--- config.mk ---
export PLATFORM = sky130hd
export DESIGN_NAME = periph_top
export DESIGN_NICKNAME = d
export VERILOG_FILES = /design/src/apb_pkg.sv /design/src/periph_pkg.sv /design/src/apb_if.sv /design/src/apb_splitter.sv /design/src/gpio_regs.sv /design/src/seg_display.sv /design/src/periph_top.sv
export SDC_FILE = /design/constraint.sdc
export NUM_CORES = 1
export LEC_CHECK = 0
export BUFFER_PORTS_ARGS = -buffer_cell sky130_fd_sc_hd__buf_2
export CAP_MARGIN = 20
export CELL_PAD_IN_SITES_DETAIL_PLACEMENT = 1
export CELL_PAD_IN_SITES_GLOBAL_PLACEMENT = 1
export CORE_MARGIN = 8
export CORE_UTILIZATION = 38
export DETAILED_ROUTE_END_ITERATION = 8
export PLACE_DENSITY = 0.86
export SLEW_MARGIN = 20
export SYNTH_ARGS = -nofsm -noshare
export SYNTH_HDL_FRONTEND = slang
export SYNTH_SLANG_ARGS = --single-unit
export TNS_END_PERCENT = 30
--- constraint.sdc ---
create_clock -name clock -period 3.7 [get_ports clock]
set_clock_uncertainty 0.1 [all_clocks]
set_input_delay 0.185 -clock clock [delete_from_list [all_inputs] [get_ports clock]]
set_output_delay 0.185 -clock clock [all_outputs]
set_load 0.005 [all_outputs]
--- src/apb_pkg.sv ---
`default_nettype none

package apb_pkg;

    // APB bus widths.
    localparam int addr_width = 32;
    localparam int data_width = 32;
    localparam int strb_width = data_width / 8;

    // Address bit that picks the slave.
    // Zero selects GPIO, one selects the display.
    localparam int sel_bit = 12;
    localparam logic sel_gpio = 1'b0;
    localparam logic sel_display = 1'b1;

    // Low address bits decoded inside a slave.
    localparam int offset_width = 4;

endpackage

`default_nettype wire

--- src/periph_pkg.sv ---
`default_nettype none

package periph_pkg;

    // GPIO register offsets.
    localparam logic [apb_pkg::offset_width-1:0] gpio_out_offset = 'h0;
    localparam logic [apb_pkg::offset_width-1:0] gpio_in_offset = 'h4;
    localparam logic [apb_pkg::offset_width-1:0] blank_offset = 'h8;

    // Display register offset.
    localparam logic [apb_pkg::offset_width-1:0] digits_offset = 'h0;

    localparam int gpio_width = 16;
    localparam int digit_count = 8;

    // Reset values.
    localparam logic [gpio_width-1:0] gpio_out_reset = '0;
    localparam logic [digit_count-1:0] blank_reset = '0;

    // Dark digit, all segments and dp off.
    localparam logic [7:0] seg_blank = 8'hff;

    // Active low, bit 7 is segment a down to bit 0 for dp.
    localparam logic [7:0] seg_table [16] = '{
        8'b0000_0011, 8'b1001_1111, 8'b0010_0101, 8'b0000_1101,
        8'b1001_1001, 8'b0100_1001, 8'b0100_0001, 8'b0001_1111,
        8'b0000_0001, 8'b0000_1001, 8'b0001_0001, 8'b1100_0001,
        8'b0110_0011, 8'b1000_0101, 8'b0110_0001, 8'b0111_0001
    };

endpackage

`default_nettype wire

--- src/apb_if.sv ---
`timescale 1ns/10ps
`default_nettype none

interface apb_if (
    input wire logic clock,
    input wire logic reset
);

    logic [apb_pkg::addr_width-1:0] paddr;
    logic psel;
    logic penable;
    logic pwrite;
    logic [apb_pkg::data_width-1:0] pwdata;
    logic [apb_pkg::strb_width-1:0] pstrb;
    logic pready;
    logic [apb_pkg::data_width-1:0] prdata;
    logic pslverr;

    modport requester (
        input clock, reset,
        output paddr, psel, penable, pwrite, pwdata, pstrb,
        input pready, prdata, pslverr
    );

    modport completer (
        input clock, reset,
        input paddr, psel, penable, pwrite, pwdata, pstrb,
        output pready, prdata, pslverr
    );

endinterface

`default_nettype wire

--- src/apb_splitter.sv ---
`timescale 1ns/10ps
`default_nettype none

module apb_splitter (
    apb_if.completer host,
    apb_if.requester gpio_bus,
    apb_if.requester display_bus
);

    logic slave_sel;

    assign slave_sel = host.paddr[apb_pkg::sel_bit];

    // Request fields go to both slaves.
    assign gpio_bus.paddr = host.paddr;
    assign gpio_bus.penable = host.penable;
    assign gpio_bus.pwrite = host.pwrite;
    assign gpio_bus.pwdata = host.pwdata;
    assign gpio_bus.pstrb = host.pstrb;

    assign display_bus.paddr = host.paddr;
    assign display_bus.penable = host.penable;
    assign display_bus.pwrite = host.pwrite;
    assign display_bus.pwdata = host.pwdata;
    assign display_bus.pstrb = host.pstrb;

    // Only the addressed slave sees psel.
    assign gpio_bus.psel = host.psel && (slave_sel == apb_pkg::sel_gpio);
    assign display_bus.psel = host.psel && (slave_sel == apb_pkg::sel_display);

    // Response from the addressed slave.
    always_comb begin
        if (slave_sel == apb_pkg::sel_display) begin
            host.pready = display_bus.pready;
            host.prdata = display_bus.prdata;
            host.pslverr = display_bus.pslverr;
        end else begin
            host.pready = gpio_bus.pready;
            host.prdata = gpio_bus.prdata;
            host.pslverr = gpio_bus.pslverr;
        end
    end

    // Requester keeps psel up through the access cycle.
    host_penable_needs_psel : assert property (
        @(posedge host.clock) disable iff (host.reset)
        host.penable |-> host.psel
    ) else $error("penable high without psel");

    // A slave answers only when it is the one addressed.
    gpio_ready_selected : assert property (
        @(posedge host.clock) disable iff (host.reset)
        $rose(gpio_bus.pready) |-> gpio_bus.psel
    ) else $error("GPIO pready rose while unselected");

    display_ready_selected : assert property (
        @(posedge host.clock) disable iff (host.reset)
        $rose(display_bus.pready) |-> display_bus.psel
    ) else $error("display pready rose while unselected");

endmodule

`default_nettype wire

--- src/gpio_regs.sv ---
`timescale 1ns/10ps
`default_nettype none

module gpio_regs (
    input wire logic clock,
    input wire logic reset,
    apb_if.completer bus,
    input wire logic [periph_pkg::gpio_width-1:0] gpio_in,
    output logic [periph_pkg::gpio_width-1:0] gpio_out,
    output logic [periph_pkg::digit_count-1:0] blank_mask
);

    logic [apb_pkg::offset_width-1:0] offset;
    logic access;
    logic write_en;
    logic mapped;
    logic [periph_pkg::gpio_width-1:0] in_meta;
    logic [periph_pkg::gpio_width-1:0] in_sync;
    logic [apb_pkg::data_width-1:0] rdata;

    assign offset = bus.paddr[apb_pkg::offset_width-1:0];
    assign access = bus.psel && bus.penable;
    assign write_en = access && bus.pwrite;

    // Zero wait states.
    assign bus.pready = access;

    // Output register, byte lanes 0 and 1.
    always_ff @(posedge clock or posedge reset) begin
        if (reset) begin
            gpio_out <= periph_pkg::gpio_out_reset;
        end else if (write_en && offset == periph_pkg::gpio_out_offset) begin
            for (int k = 0; k < periph_pkg::gpio_width / 8; k++) begin
                if (bus.pstrb[k]) begin
                    gpio_out[8*k +: 8] <= bus.pwdata[8*k +: 8];
                end
            end
        end
    end

    // Blanking mask, byte lane 0.
    always_ff @(posedge clock or posedge reset) begin
        if (reset) begin
            blank_mask <= periph_pkg::blank_reset;
        end else if (write_en && offset == periph_pkg::blank_offset && bus.pstrb[0]) begin
            blank_mask <= bus.pwdata[periph_pkg::digit_count-1:0];
        end
    end

    // Two-flop input synchronizer.
    always_ff @(posedge clock or posedge reset) begin
        if (reset) begin
            in_meta <= '0;
            in_sync <= '0;
        end else begin
            in_meta <= gpio_in;
            in_sync <= in_meta;
        end
    end

    always_comb begin
        rdata = '0;
        mapped = 1'b1;
        case (offset)
            periph_pkg::gpio_out_offset: rdata[periph_pkg::gpio_width-1:0] = gpio_out;
            periph_pkg::gpio_in_offset: rdata[periph_pkg::gpio_width-1:0] = in_sync;
            periph_pkg::blank_offset: rdata[periph_pkg::digit_count-1:0] = blank_mask;
            default: mapped = 1'b0;
        endcase
    end

    assign bus.prdata = rdata;

    // Input register is read only.
    assign bus.pslverr = access &&
        (!mapped || (bus.pwrite && offset == periph_pkg::gpio_in_offset));

    // An error answer ends a transfer that had a proper setup cycle.
    slverr_in_access : assert property (
        @(posedge clock) disable iff (reset)
        bus.pslverr |-> bus.penable && $past(bus.psel && !bus.penable)
    ) else $error("GPIO pslverr outside an access cycle");

endmodule

`default_nettype wire

--- src/seg_display.sv ---
`timescale 1ns/10ps
`default_nettype none

module seg_display (
    input wire logic clock,
    input wire logic reset,
    apb_if.completer bus,
    input wire logic [periph_pkg::digit_count-1:0] blank_mask,
    output logic [8*periph_pkg::digit_count-1:0] segments
);

    logic [apb_pkg::offset_width-1:0] offset;
    logic access;
    logic hit;
    logic [3:0] digit [periph_pkg::digit_count];
    logic [periph_pkg::digit_count-1:0] loaded;
    logic [apb_pkg::data_width-1:0] packed_digits;

    assign offset = bus.paddr[apb_pkg::offset_width-1:0];
    assign access = bus.psel && bus.penable;
    assign hit = offset == periph_pkg::digits_offset;

    assign bus.pready = access;

    // Lane k loads digits 2k and 2k+1, low nibble to the even digit.
    always_ff @(posedge clock or posedge reset) begin
        if (reset) begin
            loaded <= '0;
            for (int i = 0; i < periph_pkg::digit_count; i++) begin
                digit[i] <= '0;
            end
        end else if (access && bus.pwrite && hit) begin
            for (int k = 0; k < apb_pkg::strb_width; k++) begin
                if (bus.pstrb[k]) begin
                    digit[2*k] <= bus.pwdata[8*k +: 4];
                    digit[2*k+1] <= bus.pwdata[8*k+4 +: 4];
                    loaded[2*k] <= 1'b1;
                    loaded[2*k+1] <= 1'b1;
                end
            end
        end
    end

    always_comb begin
        packed_digits = '0;
        for (int i = 0; i < periph_pkg::digit_count; i++) begin
            packed_digits[4*i +: 4] = digit[i];
        end
    end

    assign bus.prdata = hit ? packed_digits : '0;
    assign bus.pslverr = access && !hit;

    // Static drive, one byte per digit.
    for (genvar i = 0; i < periph_pkg::digit_count; i++) begin : g_digit
        assign segments[8*i +: 8] = (!loaded[i] || blank_mask[i]) ?
            periph_pkg::seg_blank : periph_pkg::seg_table[digit[i]];

        // A strobed write loads the digit and marks it shown.
        write_loads_digit : assert property (
            @(posedge clock) disable iff (reset)
            access && bus.pwrite && hit && bus.pstrb[i / 2] |=>
                loaded[i] && digit[i] == $past(bus.pwdata[4*i +: 4])
        ) else $error("digit %0d not loaded by its write", i);
    end

endmodule

`default_nettype wire

--- src/periph_top.sv ---
`timescale 1ns/10ps
`default_nettype none

module periph_top (
    input wire logic clock,
    input wire logic reset,

    input wire logic [apb_pkg::addr_width-1:0] paddr,
    input wire logic psel,
    input wire logic penable,
    input wire logic [2:0] pprot,
    input wire logic pwrite,
    input wire logic [apb_pkg::data_width-1:0] pwdata,
    input wire logic [apb_pkg::strb_width-1:0] pstrb,
    output logic pready,
    output logic [apb_pkg::data_width-1:0] prdata,
    output logic pslverr,

    input wire logic [periph_pkg::gpio_width-1:0] gpio_in,
    output logic [periph_pkg::gpio_width-1:0] gpio_out,
    output logic [8*periph_pkg::digit_count-1:0] segments
);

    apb_if host_bus (.clock(clock), .reset(reset));
    apb_if gpio_bus (.clock(clock), .reset(reset));
    apb_if display_bus (.clock(clock), .reset(reset));

    logic [periph_pkg::digit_count-1:0] blank_mask;

    // Host pins onto the bus; pprot is not checked.
    assign host_bus.paddr = paddr;
    assign host_bus.psel = psel;
    assign host_bus.penable = penable;
    assign host_bus.pwrite = pwrite;
    assign host_bus.pwdata = pwdata;
    assign host_bus.pstrb = pstrb;

    assign pready = host_bus.pready;
    assign prdata = host_bus.prdata;
    assign pslverr = host_bus.pslverr;

    apb_splitter i_splitter (
        .host        (host_bus.completer),
        .gpio_bus    (gpio_bus.requester),
        .display_bus (display_bus.requester)
    );

    gpio_regs i_gpio (
        .clock      (clock),
        .reset      (reset),
        .bus        (gpio_bus.completer),
        .gpio_in    (gpio_in),
        .gpio_out   (gpio_out),
        .blank_mask (blank_mask)
    );

    seg_display i_display (
        .clock      (clock),
        .reset      (reset),
        .bus        (display_bus.completer),
        .blank_mask (blank_mask),
        .segments   (segments)
    );

endmodule

`default_nettype wire

-- Word level (Yosys, flattened, before mapping)
Memory sizes are Yosys's and may differ from the RTL's.
Cells that the tools add are included.
- register bits: 92
- latch bits: 0
- bits in writable memories: 0
- ROM bits: 1024
- bits of input ports: 92
- output and inout bits: 114
- memories kept: 8
- memories (memory ; depth ; width ; read ports ; clocked after memory_dff ; write ports ; line ; text):
    (no name shown) ; 16 ; 8 ; 1 ; 0 ; 0 ; seg_display.sv:57 ; periph_pkg::seg_blank : periph_pkg::seg_table[digit[i]];
    (no name shown) ; 16 ; 8 ; 1 ; 0 ; 0 ; seg_display.sv:57 ;
    (no name shown) ; 16 ; 8 ; 1 ; 0 ; 0 ; seg_display.sv:57 ;
    (no name shown) ; 16 ; 8 ; 1 ; 0 ; 0 ; seg_display.sv:57 ;
    (no name shown) ; 16 ; 8 ; 1 ; 0 ; 0 ; seg_display.sv:57 ;
    (no name shown) ; 16 ; 8 ; 1 ; 0 ; 0 ; seg_display.sv:57 ;
    2 more memories ; -- ; -- ; -- ; -- ; -- ; -- ;
- $add $sub $neg: 0
- $mul: 0
- div/mod/pow operators: 0
- magnitude comparators: 8
- equal/unequal tests: 2
- shift operators: 0
- multiplexer cells: 31
- bitwise logic cells: 9
- reductions and logical operators: 40
- operators by type and width (kind ; count):
    $mux 8 ; 24
    $mux 32 ; 2
    $ge 5x5->1 const B ; 8
    $not 4->5 ; 8
    $pmux 8 s3 ; 1
    $pmux 8 s2 ; 1
    $logic_and 1x1->1 ; 13
    $reduce_and 2->1 ; 6
    $logic_not 1->1 ; 10
    $logic_or 1x1->1 ; 9
    $eq 4x3->1 const B ; 1
    $eq 4x4->1 const B ; 1
    $logic_not 4->1 ; 1
    $mux 1 ; 3
    $reduce_or 3->1 ; 1
    $not 1->1 ; 1

-- Longest topological paths before layout
Gate-level depths: netlist of run 1.
- depth after elaboration: 7
- gate-level depth with buffers: 5

-- Cells and area by module
A second synthesis of run 1 with hierarchy kept.
- cells, all modules: 764
- area, all modules: 7642.3 sq um
- by module, submodules not included (module ; times used ; cells each ; area an instance (sq um) ; sequential area each (sq um)):
    seg_display ; 1 ; 446 ; 3901.2 ; 900.9
    gpio_regs ; 1 ; 138 ; 2123.3 ; 1401.3
    apb_splitter ; 1 ; 180 ; 1617.8 ; 0.0

-- Worst setup path before layout of run 1
Ideal clock, no wire load.
- path kind: reg2out
- start: reg i_display.digit[16] (netlist name)
- end: out segments[28] (netlist name)
- data arrival time: 1.738 ns
- slack: 1.677 ns
- stages on the path, launching flop included: 6
- buffers on the path: 0
- cells stage by stage: dfrtp_1 > inv_1 > ha_1 > inv_1 > mux4_2 > or3b_2
- longest elaborated chain between the ends: 5
- RTL lines (item ; line ; text):
    start, declared ; seg_display.sv:15 ; logic [3:0] digit [periph_pkg::digit_count];
    start signal, assigned by index ; seg_display.sv:35 ; digit[2*k] <= bus.pwdata[8*k +: 4];
    start signal, assigned by index ; seg_display.sv:36 ; digit[2*k+1] <= bus.pwdata[8*k+4 +: 4];
    $not 4->5 (not written as such) ; seg_display.sv:57 ;
    $mem_v2 16x8 ; -- ;
    $mux 8 (not written as such) (2 in series) ; seg_display.sv:57 ;
    $mux 8 ; seg_display.sv:56 ; assign segments[8*i +: 8] = (!loaded[i] || blank_mask[i]) ?
    end, declared ; periph_top.sv:21 ; output logic [8*periph_pkg::digit_count-1:0] segments
No other way between the ends. The select of a mux whose other input is x is not followed.

-- Worst setup path after layout of run 1
- start: reg i_display.digit[28] (netlist name)
- end: out segments[4] (netlist name)
The elaborated chain is that of the path after synthesis.

==> results.md, run 1 <==
* Slew Viols, Final at 0
* Synth-to-layout area growth at 27.9%
* Ys flop type: dfrtp_1
* Total Wirelength at between 15,000 and 20,000 microns
* Top Family by Delay on Critical Path: flip-flops
* H-tree Lvls at 3
* Crit path kind: reg2out
* Tcrit/Tclk final at 72.9%
* CP Capture Type: output port
* CP Data Required Time at ~3400 ps
* Arrival time at the worst endpoint at between 2000 and 2500 ps
* # setup viols final at 0
* Root Driver: clkbuf_16
* Peak VDD IR at roughly 0.29 mV
* Clock Path Buffers at 2
* Post-Synth Simple-Gate Area at 12.6%
* Tot Pwr at around 2.4 mW
* Die width at between 100 and 150 microns
* Nets at 897
* Initial core utilization at between 30% and 40%
* I/O Buffers at ~170
* FMAX at roughly 370 MHz
* Worst-path cell chain: inv_1 > ha_1 > inv_1 > mux4_2 > or3b_2 > buf_2
* First-pass GRT wire length at 29,500 microns
* Maxcap violations at 0
* Num CTS Buffers at 9
* DRT antenna net count at 0
* Worst slew margin at approximately two fifths
* Hold WC Path Type: in2reg
* Cell Pwr Density at 323 nW/um^2
* Slowest stage delay, CP at around 480 ps
* Sw frac at 27.5%
* Worst slew pin tran at about 910 ps
* Seq. cell area at between 2000 and 2500 sq um
* Post-synth EDFFs at 0
* Clk network pwr share at between 30 and 40%
* Sequential fraction of the synthesis area at 39.0%
* Post-Layout Cell Count at between 900 and 1,000
* # DRC at 0
* Cell with the most instances after synthesis: dfrtp_1
* Router iterations before antenna repair at 4
* Largest family of logic cells by synthesized area: multiplexers
* Drt initial violations at around 180
* Synth async-reset ratio at 100%
* Post-synth top cells: dfrtp_1 (92), mux2_2 (70), ha_1 (48)
* IO Pins at 206
* Site Rows at 45
* Layout cells sized above 1 at 35.2%
* Library cells used by synthesis at around 40
* Clock sinks at 92
* Sequential power share at a little under half
* Dominant cell type by area after synthesis: dfrtp_1
* Fin util at roughly half
* Cell area after synthesis at a little under 6000 sq um
* Status: completed
* Final TNS setup at 0 ps
* Register bit total from synthesis at 92
* Multiplexer area fraction after synthesis at approximately 16%
* Clock transition at the registers of the reported paths at roughly 60 ps
* Clock Latency Late Sink at ~350 ps
* Synth top area share at ~40%
* Leakage power at approximately 3.5 nW
* Postcts setup bufs at 0
* Average wire per standard cell at just under 20 microns
* Switching Power at between 0.6 and 0.7 mW
* Grt ovf at 0
* Fill cells at between 1,500 and 2,000
* Synth Instances at 568
* Core footprint at about 15,000 sq um
* Via density at around 5.3
* DIE AREA at slightly below 20,000 sq um
* Largest cells by area after synthesis: dfrtp_1 (39%), mux2_2 (13%), ha_1 (10%), o211ai_1 (5.8%), mux2i_1 (2.4%)
* Synth Area in Compound Gates at around 16%
* Warnings from Yosys at 0
* XOR/XNOR Fraction of Synth Area at 0%
* Critical Path Most Common Cell: inv_1
* Hold Violations, Final at 0
* Unrepaired setup endpoints after global routing: no
* GPL Wtd Cong at ~0.82
* Largest net degree at the start of global routing at 73
* Internal power at 1.77 mW
* Hold slack at around 13 ps
* Mean Syn Cell Area at 10.4 sq um
* CP Launch Type: register
* Crit path time final at around 2700 ps
* # diodes at 0
* Synth Area in Adders at 10.2%
* Multi-input gate area at around 3300 sq um
* Height of the die at 141 microns
* Combinational Power Share at around 17%
* Gr usage total at around 19%
* Initial antenna violation count at 1
* Total number of vias at 5,066
* Placed Instances at 889
* Detailed placement HPWL at approximately 13,000 microns
* WP buf/inv at 3
* Vias in the first global route at between 5,000 and 6,000
* Worst Path Max Fanout at 7
* CP max-delay cell: dfrtp_1
* CTS tree: done
cells by family (layout without fill, tap and decap cells):
| family | count (synthesis) | after routing |
|---|---|---|
| AOI/OAI and AO/OA | 133 | 133 |
| muxes | 86 | 86 |
| adders and majority gates | 48 | 48 |
| DFF | 92 | 92 |
| other | 1 | 8 |
| and+or+nand+nor | 130 | 130 |
| buffers and inverters | 78 | 262 |
metrics by stage:
stage               instance area (sq um)  setup WS [ps]
global route                         7560            871
floorplan                            5930           1020
detailed placement                   6830           1210
global placement                     6830           1290
finish                               7560           1000
CTS                                  7560            946
cells in the final DEF (no fill, tap or decap), types with 5 or more instances in the layout:
master,netlist,final
o2bb2ai_1,12,12
a21oi_1,17,17
a22oi_1,16,16
o22ai_1,5,5
nor2_1,20,20
ha_1,48,48
conb_1,1,8
clkbuf_16,0,9
inv_1,35,34
o21ai_0,17,17
buf_2,2,167
nand3_1,24,24
mux2_2,70,70
nand2_1,23,23
a211o_1,9,9
dlygate4sd3_1,0,45
mux2i_1,14,14
dfrtp_1,92,92
nor2b_1,18,18
nand2b_1,10,10
and3_1,17,17
o211ai_1,46,46
registers in the layout, indices dropped and copies added (netlist names):
name,flops
i_gpio.blank_mask,8
i_gpio.gpio_out,16
i_gpio.in_meta,16
i_display.loaded,4
i_display.digit,32
i_gpio.in_sync,16
layer usage:
| layer | wire [microns] | global-route usage, % | share of wire [%] |
|---|---|---|---|
| met1 | 7930 | 22.3 | 43 |
| met3 | 1120 | 4.96 | 6.1 |
| met4 | 209 | 4.92 | 1.1 |
| met2 | 9120 | 32.1 | 50 |
| met5 | 11 | 0 | 0.060 |
path summary, 6_finish.rpt:
| path | startpoint | end | slack, ps | cells past startpoint |
|---|---|---|---|---|
| max | i_display.digit[28] | segments[4] | 1000 | 6 |
| min reg2reg | i_gpio.in_meta[7] | i_gpio.in_sync[7] | 250 | 0 |
| min in group asynchronous | reset | i_display.digit[8] | 530 | 3 |
| max reg2reg | i_display.digit[2] | i_display.digit[2] | 2560 | 1 |
| min | pwdata[1] | i_gpio.gpio_out[1] | 10 | 2 |
| max in group asynchronous | reset | i_gpio.in_sync[8] | 2150 | 4 |
layout make-up:
cell class                 instances  area share, %
multi-input combinational        405           43.8
sequential                        92           30.5
timing repair buffer             214           17.2
tap                              188           3.11
clock buffer                       9           2.98
inverter                          35           1.77
clock inverter                     4          0.695
power by group through the flow:
stage / logic [mW] / registers (mW) / clock network (mW)
2_1_floorplan: 0.249 / 1.10 / 0
3_3_place_gp: 0.358 / 1.14 / 0
3_5_place_dp: 0.371 / 1.14 / 0
4_1_cts: 0.410 / 1.13 / 0.936
5_1_grt: 0.455 / 1.14 / 0.975
6_report: 0.407 / 1.13 / 0.906
repair_timing:
| item | 4_1_cts | 5_1_grt |
|---|---|---|
| hold endpoints to repair | 127 | 0 |
| resized for setup | 0 | 0 |
| hold buffers | 45 | 0 |
Note: power is estimated with default switching activity, not from simulation.
==> run 2: changes to the inputs <==
clock period = 2.8 ns   (was 3.7 ns; I/O delays follow)
==> run 2 against run 1 <==
First-iteration DRC count rose by 1.7%. Final area rose by 1.4%. Global-route usage rose by 0.41 points. Wire length rose by 2.7%. Via count rose by 1.3%. Count of clock-buffer cells in the layout rose by 1. Clock power rose by 31%. Combinational power rose by 37%. Critical endpoint unchanged. Largest cell class unchanged.
==> results.md, run 2 (synthesis results as in run 1) <==
* Status: completed
* Site Rows at 45
* Arrival time at the worst endpoint at about 2400 ps
* Crit path kind: reg2out
* Met3 Use GR at between 4 and 5%
* Postcts setup bufs at 0
* Router iterations before antenna repair at 4
* CP Data Required Time at 2560 ps
* Worst slew margin at a little under half
* GPL Wtd Cong at roughly 0.84
* Hold WC Path Type: in2reg
* Die width at 141 microns
* Worst Path Max Fanout at 7
* Peak VDD IR at 0.363 mV
* Leakage power at roughly 3.5 nW
* H-tree Lvls at 3
* Max reg flops at 32
* Gr usage total at between 10% and 20%
* Root Driver: clkbuf_16
* R2R setup slack at 1640 ps
* Core footprint at 15,200 sq um
* Top Usage Layer GRT: met2
* Grt ovf at 0
* Via density at 5.34
* Synth-to-layout area growth at 29.8%
* # DRC at 0
* Worst slew pin tran at slightly above 800 ps
* Crit path time final at ~2600 ps
* Hold Violations, Final at 0
* Worst-path cell chain: inv_1 > ha_1 > inv_1 > mux4_2 > or3b_2 > buf_2
* Final TNS setup at 0 ps
* CP Capture Type: output port
* Largest net degree at the start of global routing at 51
* Height of the die at 141 microns
* I/O Buffers at ~170
* Total number of vias at 5,130
* Slowest stage delay, CP at 480 ps
* Clock sinks at 92
* Critical Path Most Common Cell: inv_1
* Reg with most FFs: i_display.digit
* Num CTS Buffers at 9
* Unrepaired setup endpoints after global routing: no
* CTS tree: done
* Most frequent cells in the layout: buf_2 (167), dfrtp_1 (92), mux2_2 (70)
* Slew Viols, Final at 0
* Setup ws final at 168 ps
* Vias in the first global route at 5,526
* Fin util at between 50 and 60%
* First-pass GRT wire length at between 30,000 and 40,000 microns
* Clock Path Buffers at 2
* Average wire per standard cell at approximately 20 microns
* Initial antenna violation count at 3
* Tcrit/Tclk final at about 94%
* DRT antenna net count at 0
* Layout cells sized above 1 at between 30% and 40%
* Nets at about 900
* Cell Pwr Density at 422 nW/um^2
* Pre-CTS setup slack at approximately 540 ps
* Met2 Track Usage GR at about a third
* # setup viols final at 0
* IO Pins at a little over 200
* Clock transition at the registers of the reported paths at approximately 70 ps
* Tot Pwr at between 3 and 4 mW
* Hold slack at 144 ps
* DIE AREA at between 15,000 and 20,000 sq um
* Post-cts sizing count at 0
* Maxcap violations at 0
* Drt initial violations at about 180
* Initial core utilization at 38.9%
* Leading cell type in the layout, fill and taps excluded: buf_2
* Met1 usage at a little under a quarter
* CP Launch Type: register
* Detailed placement HPWL at ~14,000 microns
* Total Wirelength at 18,900 microns
* FMAX at ~380 MHz
* Clock Latency Late Sink at 340 ps
* CP max-delay cell: or3b_2
[run 2: cell count changes in the layout (fill, tap and decap cells not counted)]
cell / delta
inv_8: +1
dlygate4sd3_1: +4
clkinvlp_4: +1
diode_2: +3
bufinv_16: -1
clkinv_8: +1
buf_12: +1
clkbuf_8: +1
buf_4: +3
[run 2: area by class of cell]
cell class | instances | area (sq um)
sequential | 92 | 2300
inverter | 35 | 134
tap | 188 | 235
clock inverter | 6 | 57.6
clock buffer | 10 | 239
timing repair buffer | 222 | 1380
antenna | 3 | 7.51
multi-input combinational | 405 | 3310
fill | 1714 | 7540
[run 2: repair_timing]
action	4_1_cts	5_1_grt
hold buffers	49	0
setup endpoints to repair	0	0
hold endpoints to repair	114	0
[run 2: worst paths after layout]
kind,from,to,cells after the start
setup / recovery,i_display.digit[28],segments[4],6
hold / removal,pstrb[1],i_display.loaded[2],3
setup reg to reg,i_display.digit[19],i_display.digit[19],1
hold reg to reg,i_gpio.in_meta[14],i_gpio.in_sync[14],0
max in group asynchronous,reset,i_gpio.in_sync[8],4
min in group asynchronous,reset,i_display.digit[9],3
[run 2: power breakdown]
group          switching (mW)  internal [mW]  total (mW)
Clock                   0.551          0.643        1.19
Sequential             0.0915           1.39        1.49
Combinational           0.285          0.272       0.557
Total                   0.928           2.31        3.24
[run 2: metal layers]
metal / wire length (microns) / vias to the layer above
li1: - / 2436
met2: 9430 / 157
met1: 8000 / 2520
met5: 0 / -
met4: 266 / 0
met3: 1190 / 17
[run 2: worst max-delay path: cells and delay by family, from the launching register on]
kind          cells  cell delay [ps]
mux               1              440
buf+inv           3              340
simple gates      1              480
flops             1              460
fa+ha+maj         1              330
[run 2: per-stage QoR]
stage / area [sq um] / std cells
after global routing: 7670 / 961
after CTS: 7660 / 958
final: 7670 / 961
after detailed placement: 6870 / 893
after global placement: 6870 / 893
after floorplan: 5930 / 575
